File: src/common/ecc_macros.svh
`ifndef ECC_MACROS_SVH
`define ECC_MACROS_SVH

// One protected word per memory location
`define ECC_DATA_WIDTH 32

// 6 Hamming bits plus the overall parity bit
`define ECC_CODE_WIDTH 7

// Stored block is the word and its check bits side by side
`define ECC_BLOCK_WIDTH (`ECC_DATA_WIDTH + `ECC_CODE_WIDTH)

// Number of words in the array
`define ECC_DEPTH 16

// Saturating error counters
`define ECC_CNT_WIDTH 16

// APB byte address
`define ECC_APB_ADDR_WIDTH 12

// Register map, byte offsets
`define ECC_REG_STATUS     12'h000
`define ECC_REG_CORR_CNT   12'h004
`define ECC_REG_UNCORR_CNT 12'h008
`define ECC_REG_INJ_DATA   12'h00C
`define ECC_REG_INJ_CODE   12'h010
// Words live at base + 4 * index
`define ECC_MEM_BASE       12'h100

`endif
File: src/common/ecc_pkg.sv
`include "ecc_macros.svh"

package ecc_pkg;

  // Payload word as seen on the bus and in the array
  typedef logic [`ECC_DATA_WIDTH-1:0] ecc_data_t;

  // Check bits, bit 0 is the overall parity
  typedef logic [`ECC_CODE_WIDTH-1:0] ecc_code_t;

  // Bit index inside the 39-bit Hamming block
  typedef logic [$clog2(`ECC_BLOCK_WIDTH)-1:0] ecc_pos_t;

  // Word index into the array
  typedef logic [$clog2(`ECC_DEPTH)-1:0] ecc_addr_t;

  // Correction and detection counters
  typedef logic [`ECC_CNT_WIDTH-1:0] ecc_cnt_t;

  // APB transfer FSM
  // read_wait covers the extra cycle of a memory read
  typedef enum logic [1:0] {
    idle,
    access,
    read_wait
  } apb_state_t;

endpackage

File: src/hw/ecc_mem_top.sv
`include "ecc_macros.svh"

module ecc_mem_top (
  input  logic                           clk,
  input  logic                           rst,
  input  logic                           psel,
  input  logic                           penable,
  input  logic                           pwrite,
  input  logic [`ECC_APB_ADDR_WIDTH-1:0] paddr,
  input  ecc_pkg::ecc_data_t             pwdata,
  output ecc_pkg::ecc_data_t             prdata,
  output logic                           pready,
  output logic                           pslverr
);

  import ecc_pkg::*;

  // Register block to array
  logic      mem_we;
  logic      mem_re;
  ecc_addr_t mem_addr;
  ecc_data_t mem_wdata;
  ecc_data_t inj_data;
  ecc_code_t inj_code;

  // Encoder output for the write word
  ecc_code_t wr_code;

  // Array read port to the corrector
  ecc_data_t rd_data;
  ecc_code_t rd_code;

  // Corrector results back to the register block
  ecc_data_t corr_data;
  ecc_pos_t  corr_pos;
  logic      correctable;
  logic      uncorrectable;

  apb_ecc_regs regs (
    .clk           ( clk           ),
    .rst           ( rst           ),
    .psel          ( psel          ),
    .penable       ( penable       ),
    .pwrite        ( pwrite        ),
    .paddr         ( paddr         ),
    .pwdata        ( pwdata        ),
    .prdata        ( prdata        ),
    .pready        ( pready        ),
    .pslverr       ( pslverr       ),
    .corr_data     ( corr_data     ),
    .corr_pos      ( corr_pos      ),
    .correctable   ( correctable   ),
    .uncorrectable ( uncorrectable ),
    .mem_we        ( mem_we        ),
    .mem_re        ( mem_re        ),
    .mem_addr      ( mem_addr      ),
    .mem_wdata     ( mem_wdata     ),
    .inj_data      ( inj_data      ),
    .inj_code      ( inj_code      )
  );

  // Check bits come from the clean word, faults are added in the array
  extended_hamming_encoder encoder (
    .data ( mem_wdata ),
    .code ( wr_code   )
  );

  ecc_storage storage (
    .clk      ( clk       ),
    .we       ( mem_we    ),
    .re       ( mem_re    ),
    .addr     ( mem_addr  ),
    .wdata    ( mem_wdata ),
    .wcode    ( wr_code   ),
    .inj_data ( inj_data  ),
    .inj_code ( inj_code  ),
    .rdata    ( rd_data   ),
    .rcode    ( rd_code   )
  );

  extended_hamming_corrector corrector (
    .data                     ( rd_data       ),
    .code                     ( rd_code       ),
    .corrected_data           ( corr_data     ),
    .corrected_error_position ( corr_pos      ),
    .correctable_error        ( correctable   ),
    .uncorrectable_error      ( uncorrectable )
  );

endmodule

File: src/hw/apb_ecc_regs.sv
`include "ecc_macros.svh"

module apb_ecc_regs (
  input  logic                              clk,
  input  logic                              rst,
  // APB slave
  input  logic                              psel,
  input  logic                              penable,
  input  logic                              pwrite,
  input  logic [`ECC_APB_ADDR_WIDTH-1:0]    paddr,
  input  ecc_pkg::ecc_data_t                pwdata,
  output ecc_pkg::ecc_data_t                prdata,
  output logic                              pready,
  output logic                              pslverr,
  // Corrector results for the word being read
  input  ecc_pkg::ecc_data_t                corr_data,
  input  ecc_pkg::ecc_pos_t                 corr_pos,
  input  logic                              correctable,
  input  logic                              uncorrectable,
  // Memory side
  output logic                              mem_we,
  output logic                              mem_re,
  output ecc_pkg::ecc_addr_t                mem_addr,
  output ecc_pkg::ecc_data_t                mem_wdata,
  output ecc_pkg::ecc_data_t                inj_data,
  output ecc_pkg::ecc_code_t                inj_code
);

  import ecc_pkg::*;

  localparam int ADDR_W = $bits(ecc_addr_t);
  localparam int POS_W  = $bits(ecc_pos_t);
  // Byte span of the word window
  localparam logic [`ECC_APB_ADDR_WIDTH-1:0] MEM_SPAN = `ECC_APB_ADDR_WIDTH'(4 * `ECC_DEPTH);

  apb_state_t state;

  // Address decode
  logic [`ECC_APB_ADDR_WIDTH-1:0] mem_off;
  logic       is_mem;
  logic       reg_hit;
  ecc_addr_t  mem_idx;
  ecc_data_t  reg_val;

  // Registered read data and error for zero wait transfers
  ecc_data_t  prdata_q;
  logic       err_q;
  // Second access cycle of a memory read
  logic       read_done;

  // Result of the last memory read
  logic       st_cor;
  logic       st_unc;
  ecc_pos_t   st_pos;

  ecc_cnt_t   corr_cnt;
  ecc_cnt_t   uncorr_cnt;

  // Word window check, word aligned only
  assign mem_off = paddr - `ECC_MEM_BASE;
  assign is_mem  = (paddr >= `ECC_MEM_BASE) && (mem_off < MEM_SPAN) && (paddr[1:0] == 2'b00);
  assign mem_idx = mem_off[2 +: ADDR_W];

  // Register read mux, reg_hit low on any unmapped offset
  always_comb begin
    reg_val = '0;
    reg_hit = 1'b1;
    case (paddr)
      `ECC_REG_STATUS: begin
        reg_val[0]            = st_cor;
        reg_val[1]            = st_unc;
        reg_val[8 +: POS_W]   = st_pos;
      end
      `ECC_REG_CORR_CNT:   reg_val = ecc_data_t'(corr_cnt);
      `ECC_REG_UNCORR_CNT: reg_val = ecc_data_t'(uncorr_cnt);
      `ECC_REG_INJ_DATA:   reg_val = inj_data;
      `ECC_REG_INJ_CODE:   reg_val = ecc_data_t'(inj_code);
      default:             reg_hit = 1'b0;
    endcase
  end

  // Transfer FSM and control registers
  always_ff @(posedge clk) begin
    if (rst) begin
      state      <= idle;
      pready     <= 1'b0;
      err_q      <= 1'b0;
      read_done  <= 1'b0;
      mem_we     <= 1'b0;
      mem_re     <= 1'b0;
      st_cor     <= 1'b0;
      st_unc     <= 1'b0;
      st_pos     <= '0;
      corr_cnt   <= '0;
      uncorr_cnt <= '0;
      inj_data   <= '0;
      inj_code   <= '0;
    end else begin
      // Strobes last one cycle
      mem_we <= 1'b0;
      mem_re <= 1'b0;
      case (state)
        idle: begin
          // Setup phase, decide the access cycle now
          if (psel && !penable) begin
            if (is_mem && !pwrite) begin
              // Array read during the first access cycle, pready stays low
              mem_re <= 1'b1;
              err_q  <= 1'b0;
              state  <= read_wait;
            end else begin
              pready <= 1'b1;
              err_q  <= !(is_mem || reg_hit);
              mem_we <= is_mem && pwrite;
              state  <= access;
            end
          end
        end
        read_wait: begin
          // Block is in the read register after this edge
          pready    <= 1'b1;
          read_done <= 1'b1;
          state     <= access;
        end
        access: begin
          pready    <= 1'b0;
          read_done <= 1'b0;
          state     <= idle;
          if (read_done) begin
            // Memory read completes, log the outcome
            st_cor <= correctable;
            st_unc <= uncorrectable;
            st_pos <= corr_pos;
            if (correctable && (corr_cnt != '1)) begin
              corr_cnt <= corr_cnt + 1'b1;
            end
            if (uncorrectable && (uncorr_cnt != '1)) begin
              uncorr_cnt <= uncorr_cnt + 1'b1;
            end
          end else if (mem_we) begin
            // Masks are spent on this write
            inj_data <= '0;
            inj_code <= '0;
          end else if (pwrite && reg_hit) begin
            case (paddr)
              // Any value clears both counters
              `ECC_REG_CORR_CNT: begin
                corr_cnt   <= '0;
                uncorr_cnt <= '0;
              end
              `ECC_REG_INJ_DATA: inj_data <= pwdata;
              `ECC_REG_INJ_CODE: inj_code <= pwdata[$bits(ecc_code_t)-1:0];
              // STATUS and UNCORR_CNT are read only
              default: ;
            endcase
          end
        end
        default: state <= idle;
      endcase
    end
  end

  // Payload captured at setup
  always_ff @(posedge clk) begin
    if (state == idle && psel && !penable) begin
      prdata_q  <= reg_val;
      mem_addr  <= mem_idx;
      mem_wdata <= pwdata;
    end
  end

  // Memory reads return the corrector output directly
  assign prdata  = read_done ? corr_data : prdata_q;
  assign pslverr = read_done ? uncorrectable : err_q;

endmodule

File: src/hw/ecc_storage.sv
`include "ecc_macros.svh"

module ecc_storage (
  input  logic               clk,
  input  logic               we,
  input  logic               re,
  input  ecc_pkg::ecc_addr_t addr,
  input  ecc_pkg::ecc_data_t wdata,
  input  ecc_pkg::ecc_code_t wcode,
  input  ecc_pkg::ecc_data_t inj_data,
  input  ecc_pkg::ecc_code_t inj_code,
  output ecc_pkg::ecc_data_t rdata,
  output ecc_pkg::ecc_code_t rcode
);

  import ecc_pkg::*;

  localparam int DATA_W  = `ECC_DATA_WIDTH;
  localparam int BLOCK_W = `ECC_BLOCK_WIDTH;

  // Stored as {code, data}, Hamming order only matters to the codec
  logic [BLOCK_W-1:0] mem [`ECC_DEPTH];

  // Word and code after fault injection
  ecc_data_t          wr_data_flt;
  ecc_code_t          wr_code_flt;

  // Read register feeding the corrector
  logic [BLOCK_W-1:0] rd_block;

  // Set mask bits flip the stored copy
  // Zero masks give a clean write
  assign wr_data_flt = wdata ^ inj_data;
  assign wr_code_flt = wcode ^ inj_code;

  // Write port
  always_ff @(posedge clk) begin
    if (we) begin
      mem[addr] <= {wr_code_flt, wr_data_flt};
    end
  end

  // Registered read port
  // Block appears one cycle after re and holds until the next read
  always_ff @(posedge clk) begin
    if (re) begin
      rd_block <= mem[addr];
    end
  end

  // Split the block back into its two fields
  assign rdata = rd_block[DATA_W-1:0];
  assign rcode = rd_block[BLOCK_W-1:DATA_W];

endmodule

File: src/ecc/extended_hamming_corrector.sv
`include "ecc_macros.svh"

module extended_hamming_corrector (
  input  ecc_pkg::ecc_data_t data,
  input  ecc_pkg::ecc_code_t code,
  output ecc_pkg::ecc_data_t corrected_data,
  output ecc_pkg::ecc_pos_t  corrected_error_position,
  output logic               correctable_error,
  output logic               uncorrectable_error
);

  import ecc_pkg::*;

  localparam int BLOCK_W = `ECC_BLOCK_WIDTH;
  localparam int HAM_W   = `ECC_CODE_WIDTH - 1;

  // Received block in Hamming order
  logic [BLOCK_W-1:0] block;
  // Same block after the single-bit fix
  logic [BLOCK_W-1:0] fixed_block;
  logic [BLOCK_W-1:0] flip_mask;
  ecc_pos_t           syndrome;
  logic               parity_odd;
  // Syndrome names a real bit of the block
  logic               in_range;

  // Rebuild the block from the stored word and check bits
  always_comb begin
    int unsigned d;
    int unsigned c;
    block = '0;
    d = 0;
    c = 1;
    block[0] = code[0];
    for (int p = 1; p < BLOCK_W; p++) begin
      if ((p & (p - 1)) == 0) begin
        block[p] = code[c];
        c++;
      end else begin
        block[p] = data[d];
        d++;
      end
    end
  end

  // Syndrome bit k sums every position with index bit k set
  // A single flip leaves the flipped index here
  always_comb begin
    syndrome = '0;
    for (int k = 0; k < HAM_W; k++) begin
      for (int p = 1; p < BLOCK_W; p++) begin
        if (((p >> k) & 1) == 1) begin
          syndrome[k] = syndrome[k] ^ block[p];
        end
      end
    end
  end

  assign parity_odd = ^block;
  assign in_range   = syndrome < BLOCK_W;

  // Odd parity means an odd number of flips, taken as one
  // Syndrome 0 with odd parity is the overall bit itself
  // An index past the block end can only come from three or more flips
  assign correctable_error = parity_odd && in_range;

  // Even parity with a nonzero syndrome is a double flip
  assign uncorrectable_error = (!parity_odd && (syndrome != '0)) ||
                               (parity_odd && !in_range);

  assign corrected_error_position = correctable_error ? syndrome : '0;

  // One-hot at the faulty position, empty when nothing is fixed
  assign flip_mask   = correctable_error ? ({{(BLOCK_W-1){1'b0}}, 1'b1} << syndrome) : '0;
  assign fixed_block = block ^ flip_mask;

  // Gather the data back out of the non power of two positions
  always_comb begin
    int unsigned d;
    corrected_data = '0;
    d = 0;
    for (int p = 1; p < BLOCK_W; p++) begin
      if ((p & (p - 1)) != 0) begin
        corrected_data[d] = fixed_block[p];
        d++;
      end
    end
  end

endmodule

File: src/ecc/extended_hamming_encoder.sv
`include "ecc_macros.svh"

module extended_hamming_encoder (
  input  ecc_pkg::ecc_data_t data,
  output ecc_pkg::ecc_code_t code
);

  localparam int BLOCK_W = `ECC_BLOCK_WIDTH;
  localparam int HAM_W   = `ECC_CODE_WIDTH - 1;

  // Block with the check positions left at zero
  logic [BLOCK_W-1:0] block;
  // Hamming bits, ham[k] sits at block position 2**k
  logic [HAM_W-1:0]   ham;
  logic               overall;

  // Scatter the data over the non power of two positions
  // Position 0 and the powers of two stay clear here
  always_comb begin
    int unsigned d;
    block = '0;
    d = 0;
    for (int p = 1; p < BLOCK_W; p++) begin
      if ((p & (p - 1)) != 0) begin
        block[p] = data[d];
        d++;
      end
    end
  end

  // Each check bit evens out the positions carrying its index bit
  // Check positions are zero in block so they drop out of the sum
  always_comb begin
    ham = '0;
    for (int k = 0; k < HAM_W; k++) begin
      for (int p = 1; p < BLOCK_W; p++) begin
        if (((p >> k) & 1) == 1) begin
          ham[k] = ham[k] ^ block[p];
        end
      end
    end
  end

  // Overall bit makes the complete block even
  assign overall = ^{ham, data};

  // code[0] is position 0, code[k+1] is position 2**k
  assign code = {ham, overall};

endmodule

File: config.mk
export PLATFORM = sky130hd
export DESIGN_NAME = ecc_mem_top
export DESIGN_NICKNAME = d
export VERILOG_FILES = /design/src/common/ecc_pkg.sv /design/src/hw/ecc_mem_top.sv /design/src/hw/apb_ecc_regs.sv /design/src/hw/ecc_storage.sv /design/src/ecc/extended_hamming_corrector.sv /design/src/ecc/extended_hamming_encoder.sv
export VERILOG_INCLUDE_DIRS = /design/src /design/src/common
export SDC_FILE = /design/constraint.sdc
export NUM_CORES = 1
export LEC_CHECK = 0
export ABC_AREA = 1
export BUFFER_PORTS_ARGS = -buffer_cell sky130_fd_sc_hd__buf_2
export CAP_MARGIN = 10
export CORE_MARGIN = 1.5
export CORE_UTILIZATION = 25
export CTS_BUF_LIST = sky130_fd_sc_hd__clkbuf_4
export DETAILED_ROUTE_END_ITERATION = 10
export PLACE_DENSITY_LB_ADDON = 0.08
export RECOVER_POWER = 50
export SLEW_MARGIN = 25
export SYNTH_ARGS = -nofsm -noshare
export SYNTH_HDL_FRONTEND = slang
export SYNTH_SLANG_ARGS = --single-unit
File: constraint.sdc
create_clock -name clk -period 5.7 [get_ports clk]
set_input_delay 1.425 -clock clk [delete_from_list [all_inputs] [get_ports clk]]
set_output_delay 1.425 -clock clk [all_outputs]
set_load 0.005 [all_outputs]
==> results of run 1 <==
-- power by group through the flow --
| stage | registers (mW) | clock network [mW] | logic (mW) |
|---|---|---|---|
| global placement | 6.87 | 0 | 1.07 |
| CTS | 6.74 | 5.67 | 1.10 |
| global route | 6.74 | 5.95 | 1.16 |
| detailed placement | 6.87 | 0 | 1.09 |
| floorplan | 6.86 | 0 | 0.574 |
| finish | 6.74 | 5.46 | 1.05 |
-- state kept, by name, indices dropped and copies added (netlist names), 2 cells and up --
name / count
storage.mem: 624
storage.rd_block: 39
regs.inj_data: 32
regs.mem_wdata: 32
regs.prdata_q: 32
regs.corr_cnt: 16
regs.uncorr_cnt: 16
regs.inj_code: 7
regs.st_pos: 6
regs.mem_addr: 4
regs.state: 2
-- per-stage QoR --
| stage | setup WS (ns) | TNS, ns | hold WS, ns |
|---|---|---|---|
| after floorplan | 0.4427 | 0 | 0.4404 |
| after global placement | 0.8465 | 0 | 0.4516 |
| after detailed placement | 0.8142 | 0 | 0.4594 |
| after CTS | 0.01593 | 0 | 0.2666 |
| after global routing | -0.02956 | -0.1146 | 0.3580 |
| final | 0.2438 | 0 | 0.4445 |
-- repair_timing --
item | 4_1_cts | 5_1_grt
setup buffers | 3 | 9
cloned | 1 | 0
gates resized for setup | 16 | 29
pin swaps | 1 | 3
setup endpoints to repair | 23 | 26
-- path summary, 6_finish.rpt --
| kind | start | end | depth (start not counted) |
|---|---|---|---|
| max | storage.rd_block[1] | prdata[27] | 18 |
| min | pwdata[29] | regs.mem_wdata[29] | 1 |
| max reg2reg | regs.mem_addr[1] | storage.mem[15][38] | 5 |
| min reg2reg | regs.pready | regs.pready | 2 |
-- cell families (layout without fill, tap and decap cells) --
kind of cell,after synthesis,count (layout),synth area share (%)
fa+ha+maj,5,5,0.1827
buf+inv,314,753,3.632
other cells,0,8,0
compound gates,656,656,12.39
xor+xnor,150,150,3.946
flops,817,817,69.13
simple gates,791,791,10.71
-- area by class of cell --
cell class / instances / area share, %
Antenna cell: 8 / 0.04964
Sequential cell: 817 / 58.71
Clock inverter: 62 / 0.8346
Inverter: 179 / 1.691
Clock buffer: 349 / 6.497
Timing Repair Buffer: 162 / 2.523
Tap cell: 1781 / 5.526
Timing Repair inverter: 1 / 0.01862
Multi-Input combinational cell: 1602 / 24.15
-- layout by cell type, fill, tap and decap left out, drive strengths merged --
cell,netlist,layout
a211o,2,2
a211oi,16,16
a21oi,242,242
a22oi,313,313
a31oi,3,3
a32oi,1,1
buf,27,107
bufinv,0,2
clkbuf,108,404
clkinv,2,49
clkinvlp,0,2
dfxtp,86,86
diode,0,8
edfxtp,731,731
ha,5,5
inv,177,189
nand2,429,429
nand3,157,157
nand3b,4,4
nand4,17,17
nor2,120,120
nor3,12,12
nor3b,4,4
nor4,6,6
o2111ai,2,2
o211ai,4,4
o21a,1,1
o21ai,61,61
o221ai,4,4
o22ai,6,6
o32ai,1,1
or2,3,3
or4,39,39
xnor2,53,53
xor2,97,97
-- layer usage --
| metal | track usage (%) | vias up |
|---|---|---|
| met5 | 0 | - |
| met3 | 3.295 | 181 |
| met4 | 5.173 | 0 |
| li1 | - | 10759 |
| met1 | 24.47 | 11920 |
| met2 | 27.17 | 632 |
==> flow_summary.ini, run 1 <==
[logic_synthesis]
ys_warn_count = 0
post-synth-top-count-cell = sky130_fd_sc_hd__edfxtp_1
post_synth_edffs = 731
syn_nets = 2787
async_reset_ff_share_pct = 0
synth.distinct_cells = 50
synth-seq-cells = 817
synthesis.area_per_instance_um2 = 12.53
yosysTopAreaCellShare_pct = 64.11
yosys_most_used_dff = sky130_fd_sc_hd__edfxtp_1
synth_area_leader_cell = sky130_fd_sc_hd__edfxtp_1
synth_area_leaders = sky130_fd_sc_hd__edfxtp_1 64%, sky130_fd_sc_hd__a22oi_1 6.9%, sky130_fd_sc_hd__dfxtp_1 5.0%
ys_seq_area_share_pct = 69.13
synth_cells = 2733
mapped_cell_area_um2 = 34240
synth_commonest_cells = 731 x sky130_fd_sc_hd__edfxtp_1, 397 x sky130_fd_sc_hd__nand2_1, 313 x sky130_fd_sc_hd__a22oi_1

[worst_setup_path]
critical-path-top-delay-family = simple AND/OR/NAND/NOR gates
worst_path_max_delay_cell = sky130_fd_sc_hd__edfxtp_1
worst_path_most_repeated_cell = sky130_fd_sc_hd__nand2_1
critical_path.n_buffers_inverters = 4
timing.critical_path.to_type = output port
path_class = flip-flop to output port
cp.arrival_ns = 4.03
crit_path_cell_trace = xnor2_1 -> nand2_1 -> nand2_1 -> nand2_1 -> nand2_1 -> nand2_1 -> nand2_1 -> inv_1 -> nand2_1 -> nand2_1 -> inv_2 -> nand3_2 -> inv_2 -> nand2_1 -> nand2_1 -> nand3_1 -> nand2_1 -> buf_2
max_stage_delay_ns = 0.53
required_ns = 4.28
ff2ff_setup_slack_ns = 2.31
critPathMaxFanout = 6
worstSetupStartpointType = flip-flop

[sta]
final.setup_skew_ns = 0.09039
timing.final.hold_violations = 0
finalSetupViolCount = 0
min_period_over_period_pct = 95.72
post-route-min-period_ns = 5.456
timing_worst_slew_pin_value_ns = 2.422
slew_headroom_pct = -61.44
clock.fmax_ghz = 0.1833
slew_violations = 40
rsz0062_at_grt = yes

[final_layout]
post-route-cell-area_um2 = 40330
finish.cell_count_without_fillers = 4961
multi_input_comb_area_um2 = 9739
share_of_final_layout_standard_cells_stronger_than_drive_strength_1_pct = 20.52
post_layout_nets = 3041
ff_latch_area_um2 = 23680
utilization_pct = 29.73
fillers = 13844
flow.area_growth_from_synthesis_pct = 17.77

[placement]
dpl_cell_area_um2 = 37170
post_dp_hpwl_mm = 75.22
place_inst = 4528
place_congestion = 0.8821
portBuffers = 82

[power]
total_power_mw = 13.25
cellPowerDensity_nw_per_um2 = 328.6
clkPwrFrac_pct = 41.2
power.sequential.fraction_pct = 50.9
p_leak_nw = 13.59
power_switching_share_pct = 25.68
total_switching_power_mw = 3.403
comb_power_share_pct = 7.9
internal_power_mw = 9.848
ir_worst_vdd_v = 0.0001673

[floorplan]
die_height_um = 373.1
fp.dieArea_um2 = 139200
initial_utilization_pct = 25.25
core_area_um2 = 135600
floorplan.die.width_um = 373.1
rows = 135
ioPinCount = 83

[detailed_routing]
drcViolationCount = 0
met2_wire_len_mm = 56.43
drt.antenna.violating_nets = 0
drt-total-wl_mm = 123.4
top_signal_layer_used = met4
routed_via_density = 4.735
met3_wirelength_mm = 5.824
iteration_count_of_the_initial_detailed_routing_pass = 7
routed_wire_length_per_instance_um = 24.88
wl_met1_mm = 58.54
dr_total_vias = 23492
dr.first_iter.drc_count = 1718

[clock_network]
cts_buffers = 224
cts_max_path_buffers = 3
cts.reportedPaths.clkPinSlew_ns = 0.08
tritoncts = built
numClockSinks = 817
clock_tree.htree_level_count = 4
cts_root_buffer = sky130_fd_sc_hd__clkbuf_4
clkLatencyLatePin_ns = 1.25
post_cts_hold_buffers = 0

[grt]
gr_util_all_layers_pct = 17.44
maximum_number_of_pins_on_one_net_before_global_route_repair = 141
wire_length_of_the_first_global_routing_pass_mm = 173.7
grt.overflow.total = 0
vias_in_the_first_global_route = 23080
antenna_found_initial = 9

[worst_hold_path]
min-delay-path-class = input pin to flip-flop

[job]
maxCapViolations = 1

[outcome]
failed_checks = capacitance limit, slew limit
result_of_the_run = finished with violations
Power figures use the tool's default switching activity.
==> run 2, diff against run 1 <==
--- a/config.mk
+++ b/config.mk
@@ -7,6 +7,7 @@
 export NUM_CORES = 1
 export LEC_CHECK = 0
 export ABC_AREA = 1
+export ABC_CLOCK_PERIOD_IN_PS = 5900
 export BUFFER_PORTS_ARGS = -buffer_cell sky130_fd_sc_hd__buf_2
 export CAP_MARGIN = 10
 export CORE_MARGIN = 1.5
==> constraint.sdc (replaced) <==
create_clock -name clk -period 5.9 [get_ports clk]
set_input_delay 1.475 -clock clk [delete_from_list [all_inputs] [get_ports clk]]
set_output_delay 1.475 -clock clk [all_outputs]
set_load 0.005 [all_outputs]
==> run 2 against run 1 <==
The flow still finishes with violations (capacitance limit, slew limit). Critical path depth down 2. Clock power down 5.1%. First-iteration DRC count up 1.9%. Clock skew up 0.011 ns. Sequential share of layout area up 0.73 points. Register-to-register slack worse by 1.5 ns. Count of clock-buffer cells in the layout down 24. Highest routed layer is now met5.
==> flow_summary.ini, run 2 (same netlist as run 1, synthesis figures left out) <==
[sta]
rsz0062_at_grt = yes
finalSetupViolCount = 0
slew_headroom_pct = -90.40
min_period_over_period_pct = 95.02
timing.final.hold_violations = 0
post-route-min-period_ns = 5.606
clock.fmax_ghz = 0.1784
timing_worst_slew_pin_value_ns = 2.846
final.hold.worst_slack_ns = 0.4578
final.setup.worst_slack_ns = 0.2938
final.setup_skew_ns = 0.1019
slew_violations = 265

[job]
maxCapViolations = 12

[detailed_routing]
routed_via_density = 4.723
drt.antenna.violating_nets = 0
dr.first_iter.drc_count = 1750
routed_wire_length_per_instance_um = 24.97
iteration_count_of_the_initial_detailed_routing_pass = 6
drt-total-wl_mm = 123.1
dr_total_vias = 23293
drcViolationCount = 0

[grt]
grt.overflow.total = 0
met3_capacity_usage_during_global_routing_pct = 2.945
vias_in_the_first_global_route = 23485
antenna_found_initial = 11
grt_util_met2_pct = 27.67
gr-usage-met1_pct = 24.15
gr_util_all_layers_pct = 17.50
maximum_number_of_pins_on_one_net_before_global_route_repair = 145
wire_length_of_the_first_global_routing_pass_mm = 173.7
grt_busiest_layer = met2

[final_layout]
share_of_final_layout_standard_cells_stronger_than_drive_strength_1_pct = 18.54
utilization_pct = 29.36
reg.largest.list = storage.mem x624, storage.rd_block x39
multi_input_comb_area_um2 = 9524
max_ffs_per_register = 624
post_layout_nets = 3024
leading_cell_type_in_the_layout_fill_and_taps_excluded = sky130_fd_sc_hd__edfxtp_1
fillers = 13964
ff_latch_area_um2 = 23670
flow.area_growth_from_synthesis_pct = 16.31
largest_register = storage.mem
post-route-cell-area_um2 = 39830
final_cell_mix = 731 x sky130_fd_sc_hd__edfxtp_1, 392 x sky130_fd_sc_hd__nand2_1, 325 x sky130_fd_sc_hd__clkbuf_4

[worst_setup_path]
cp.arrival_ns = 4.13
r2r_cells = 4
crit_path_start = storage.rd_block[8]
path_class = flip-flop to output port
critPathMaxFanout = 6
worstSetupEndpoint = prdata[0]
capturing_point_of_the_worst_reg2reg_path = storage.mem[13][19]
worst_r2r_startpoint = regs.mem_addr[1]
required_ns = 4.43
ff2ff_setup_slack_ns = 0.77
worstSetupStartpointType = flip-flop
timing.critical_path.to_type = output port

[placement]
place_congestion = 0.8706
post_dp_hpwl_mm = 76.14
dpl_cell_area_um2 = 37080
placement.setup.worst_slack_ns = 0.9026
portBuffers = 82

[clock_network]
cts_buffers = 221
cts_root_buffer = sky130_fd_sc_hd__clkbuf_4
clkLatencyLatePin_ns = 1.21
numClockSinks = 817
cts_max_path_buffers = 3
post_cts_hold_buffers = 0
tritoncts = built
clock_tree.htree_level_count = 4
cts.reportedPaths.clkPinSlew_ns = 0.07

[power]
p_leak_nw = 13.40
cellPowerDensity_nw_per_um2 = 319.2
ir_worst_vdd_v = 0.0001910

[floorplan]
core_area_um2 = 135600
fp.dieArea_um2 = 139200
ioPinCount = 83
initial_utilization_pct = 25.25
floorplan.die.width_um = 373.1
rows = 135
die_height_um = 373.1

[outcome]
failed_checks = capacitance limit, slew limit
result_of_the_run = finished with violations

[worst_hold_path]
min-delay-path-class = flip-flop to flip-flop
[run 2: critical path, stage by stage, from the launching register on]
cell and delay (ns):
sky130_fd_sc_hd__edfxtp_1 0.53, sky130_fd_sc_hd__xnor2_1 0.26, sky130_fd_sc_hd__nand2_1 0.07, sky130_fd_sc_hd__nand2_1 0.10, sky130_fd_sc_hd__inv_1 0.05, sky130_fd_sc_hd__nand3_1 0.08
sky130_fd_sc_hd__nand2_1 0.19, sky130_fd_sc_hd__inv_1 0.11, sky130_fd_sc_hd__nand2_1 0.06, sky130_fd_sc_hd__nand2_2 0.15, sky130_fd_sc_hd__nand2_1 0.10, sky130_fd_sc_hd__nor2_2 0.18
sky130_fd_sc_hd__nand2_2 0.17, sky130_fd_sc_hd__nor2_2 0.23, sky130_fd_sc_hd__xor2_2 0.29, sky130_fd_sc_hd__o21ai_1 0.19, sky130_fd_sc_hd__buf_2 0.20
[run 2: metrics by stage]
step                      cells  TNS [ns]  total power [mW]
final                      4932         0             12.71
after global routing       4929  -0.02569             13.29
after CTS                  4921  -0.02149             12.96
after detailed placement   4522         0             7.707
after global placement     4522         0             7.698
after floorplan            2733         0             7.180
[run 2: power by group]
group / switching, mW / total [mW] / internal [mW]
combinational: 0.760 / 1.03 / 0.267
clock: 2.48 / 5.18 / 2.70
sequential: 0.0275 / 6.51 / 6.48
total: 3.27 / 12.7 / 9.45
[run 2: cell type report]
cell class,instances,share of cell area (%)
Sequential cell,817,59.44
Multi-Input combinational cell,1602,23.91
Clock buffer,325,6.126
Tap cell,1781,5.595
Timing Repair Buffer,148,2.083
Inverter,179,1.700
Clock inverter,72,1.078
Antenna cell,7,0.04398
Timing Repair inverter,1,0.01885
[run 2: what timing repair did]
action                                  in CTS  in global routing
resized for setup                           11                 17
buffers inserted                             2                  3
endpoints found under the setup margin      16                 24
pin swaps                                    1                  1
cloned                                       0                  1
[run 2: how the worst min path moves through the flow]
stage | end | slack, ns | from | depth (start not counted)
detailed placement | regs.pready | 0.45 | regs.pready | 2
finish | regs.pready | 0.46 | regs.pready | 2
global placement | regs.pready | 0.45 | regs.pready | 2
floorplan | regs.pready | 0.44 | regs.pready | 2
global route | regs.mem_wdata[22] | 0.40 | pwdata[22] | 1
CTS | regs.mem_wdata[22] | 0.32 | pwdata[22] | 1
[run 2: routing by layer]
layer | routed length [um] | vias to the layer above | part of all wire (%)
li1 | - | 10719 | -
met3 | 5334 | 195 | 4.3
met5 | 25 | - | 0.020
met4 | 2754 | 4 | 2.2
met2 | 57090 | 635 | 46
met1 | 57950 | 11740 | 47
==> run 3, diff against run 2 <==
--- a/config.mk
+++ b/config.mk
@@ -9,13 +9,12 @@
 export ABC_AREA = 1
 export ABC_CLOCK_PERIOD_IN_PS = 5900
 export BUFFER_PORTS_ARGS = -buffer_cell sky130_fd_sc_hd__buf_2
-export CAP_MARGIN = 10
 export CORE_MARGIN = 1.5
 export CORE_UTILIZATION = 25
 export CTS_BUF_LIST = sky130_fd_sc_hd__clkbuf_4
 export DETAILED_ROUTE_END_ITERATION = 10
 export PLACE_DENSITY_LB_ADDON = 0.08
-export RECOVER_POWER = 50
+export RECOVER_POWER = 25
 export SLEW_MARGIN = 25
 export SYNTH_ARGS = -nofsm -noshare
 export SYNTH_HDL_FRONTEND = slang
==> run 3 against run 2 <==
The flow still finishes with violations (capacitance limit, slew limit). Sequential share of layout area is 0.23 points lower. Maximum frequency is 0.38% lower. Critical endpoint is now prdata[11]. First-iteration DRC count is 2.6% lower. Highest routed layer unchanged. Routed wire length hardly changed. Total power hardly changed.
==> flow_summary.ini, run 3 (same netlist as run 1, synthesis figures left out) <==
[detailed_routing]
iteration_count_of_the_initial_detailed_routing_pass = 5
routed_wire_length_per_instance_um = 24.99
routed_via_density = 4.745
drt-total-wl_mm = 123.2
dr.first_iter.drc_count = 1705
dr_total_vias = 23396
drt.antenna.violating_nets = 0
drcViolationCount = 0

[final_layout]
final_cell_mix = 731 x sky130_fd_sc_hd__edfxtp_1, 392 x sky130_fd_sc_hd__nand2_1, 325 x sky130_fd_sc_hd__clkbuf_4
post_layout_nets = 3024
share_of_final_layout_standard_cells_stronger_than_drive_strength_1_pct = 19.31
max_ffs_per_register = 624
utilization_pct = 29.48
post-route-cell-area_um2 = 39980
reg.largest.list = storage.mem x624, storage.rd_block x39
leading_cell_type_in_the_layout_fill_and_taps_excluded = sky130_fd_sc_hd__edfxtp_1
largest_register = storage.mem
finish.cell_count_without_fillers = 4931
flow.area_growth_from_synthesis_pct = 16.77

[grt]
wire_length_of_the_first_global_routing_pass_mm = 173.7
antenna_found_initial = 11
vias_in_the_first_global_route = 23485
grt.overflow.total = 0
maximum_number_of_pins_on_one_net_before_global_route_repair = 145
gr_util_all_layers_pct = 17.50

[clock_network]
clock_tree.htree_level_count = 4
cts_root_buffer = sky130_fd_sc_hd__clkbuf_4
clkLatencyLatePin_ns = 1.20
cts_buffers = 221
post_cts_hold_buffers = 0
cts_max_path_buffers = 3
numClockSinks = 817
tritoncts = built
cts.reportedPaths.clkPinSlew_ns = 0.07

[floorplan]
fp.dieArea_um2 = 139200
ioPinCount = 83
rows = 135
core_area_um2 = 135600
die_height_um = 373.1
initial_utilization_pct = 25.25
floorplan.die.width_um = 373.1

[placement]
place_congestion = 0.8706
dpl_cell_area_um2 = 37080
portBuffers = 82
place_inst = 4522
post_dp_hpwl_mm = 76.14

[sta]
finalSetupViolCount = 0
clock.fmax_ghz = 0.1777
slew_headroom_pct = -67.80
min_period_over_period_pct = 95.38
timing.final.hold_violations = 0
post-route-min-period_ns = 5.627
final.setup_skew_ns = 0.09859
slew_violations = 57
rsz0062_at_grt = yes
timing_worst_slew_pin_value_ns = 2.517

[worst_setup_path]
timing.critical_path.to_type = output port
worstSetupStartpointType = flip-flop
cp.arrival_ns = 4.15
path_class = flip-flop to output port
critPathMaxFanout = 5
required_ns = 4.43

[job]
maxCapViolations = 2

[power]
p_leak_nw = 13.43
comb_power_share_pct = 8.1
internal_power_mw = 9.450
cellPowerDensity_nw_per_um2 = 318.1
clkPwrFrac_pct = 40.7
ir_worst_vdd_v = 0.0001896
power.sequential.fraction_pct = 51.2
power_switching_share_pct = 25.70
total_switching_power_mw = 3.269

[outcome]
failed_checks = capacitance limit, slew limit
result_of_the_run = finished with violations

[worst_hold_path]
min-delay-path-class = flip-flop to flip-flop
[run 3: cell count changes in the layout (fill, tap and decap cells not counted), sizes merged]
cell / change
diode: -1
clkinvlp: -1
inv: +1
buf: +5
clkbuf: -5
[run 3: repair_timing]
action                                  in CTS  in global routing
buffers inserted                             2                  3
endpoints found under the setup margin      16                 24
gates resized for setup                     11                 17
pin swaps                                    1                  1
endpoints found under the hold margin        0                  0
cloned                                       0                  1
[run 3: final timing paths]
| path | start | to | slack (ns) | depth (start not counted) |
|---|---|---|---|---|
| max reg2reg | regs.mem_addr[1] | storage.mem[0][21] | 2.25 | 4 |
| min | regs.pready | regs.pready | 0.46 | 2 |
| min reg2reg | regs.pready | regs.pready | 0.46 | 2 |
| max | storage.rd_block[8] | prdata[11] | 0.27 | 18 |
[run 3: critical path, stage by stage, from the launching register on]
cell and delay, ns:
sky130_fd_sc_hd__edfxtp_1 0.53, sky130_fd_sc_hd__nand2_1 0.15, sky130_fd_sc_hd__nand2_1 0.06, sky130_fd_sc_hd__nand2_1 0.06, sky130_fd_sc_hd__nand2_1 0.12, sky130_fd_sc_hd__inv_1 0.12
sky130_fd_sc_hd__nand2_1 0.08, sky130_fd_sc_hd__nand2_1 0.13, sky130_fd_sc_hd__nand2_1 0.09, sky130_fd_sc_hd__nand2_1 0.06, sky130_fd_sc_hd__nand2_1 0.05, sky130_fd_sc_hd__nand2_1 0.15
sky130_fd_sc_hd__nand3_1 0.16, sky130_fd_sc_hd__nor2_2 0.33, sky130_fd_sc_hd__nand4_1 0.28, sky130_fd_sc_hd__nand2_1 0.16, sky130_fd_sc_hd__nand3_1 0.17, sky130_fd_sc_hd__nand2_1 0.15
sky130_fd_sc_hd__buf_2 0.12
[run 3: area by class of cell]
cell class              instances  area [um2]
well taps                    1781        2228
flip-flops and latches        817       23670
clock inverters                72       429.2
inverters                     179       678.2
diodes                          6       15.01
multi-input cells            1602        9667
fillers                     13938       95650
clock buffers                 325        2440
repair buffers                148       845.8
repair inverters                1       7.507
[run 3: stage by stage]
| step | TNS (ns) | hold slack, ns | worst slack [ns] | total power, mW |
|---|---|---|---|---|
| global placement | 0 | 0.4518 | 0.9526 | 7.698 |
| detailed placement | 0 | 0.4537 | 0.9026 | 7.707 |
| CTS | -0.02149 | 0.3171 | -0.01412 | 12.96 |
| floorplan | 0 | 0.4404 | 0.5927 | 7.180 |
| finish | 0 | 0.4575 | 0.2726 | 12.72 |
| global route | -0.02459 | 0.4016 | -0.02038 | 13.30 |
[run 3: layer usage]
| layer | wire length (um) | GRT usage, % | vias up |
|---|---|---|---|
| met2 | 57020 | 27.67 | 671 |
| li1 | - | - | 10718 |
| met5 | 25 | 0 | - |
| met1 | 57760 | 24.15 | 11809 |
| met4 | 2894 | 5.993 | 4 |
| met3 | 5513 | 2.945 | 194 |
[run 3: power by group through the flow]
stage	logic, mW	clock network [mW]	registers [mW]
final	1.03	5.18	6.51
after global placement	1.06	0	6.64
after detailed placement	1.07	0	6.64
after floorplan	0.554	0	6.63
after global routing	1.13	5.66	6.51
after CTS	1.08	5.37	6.51
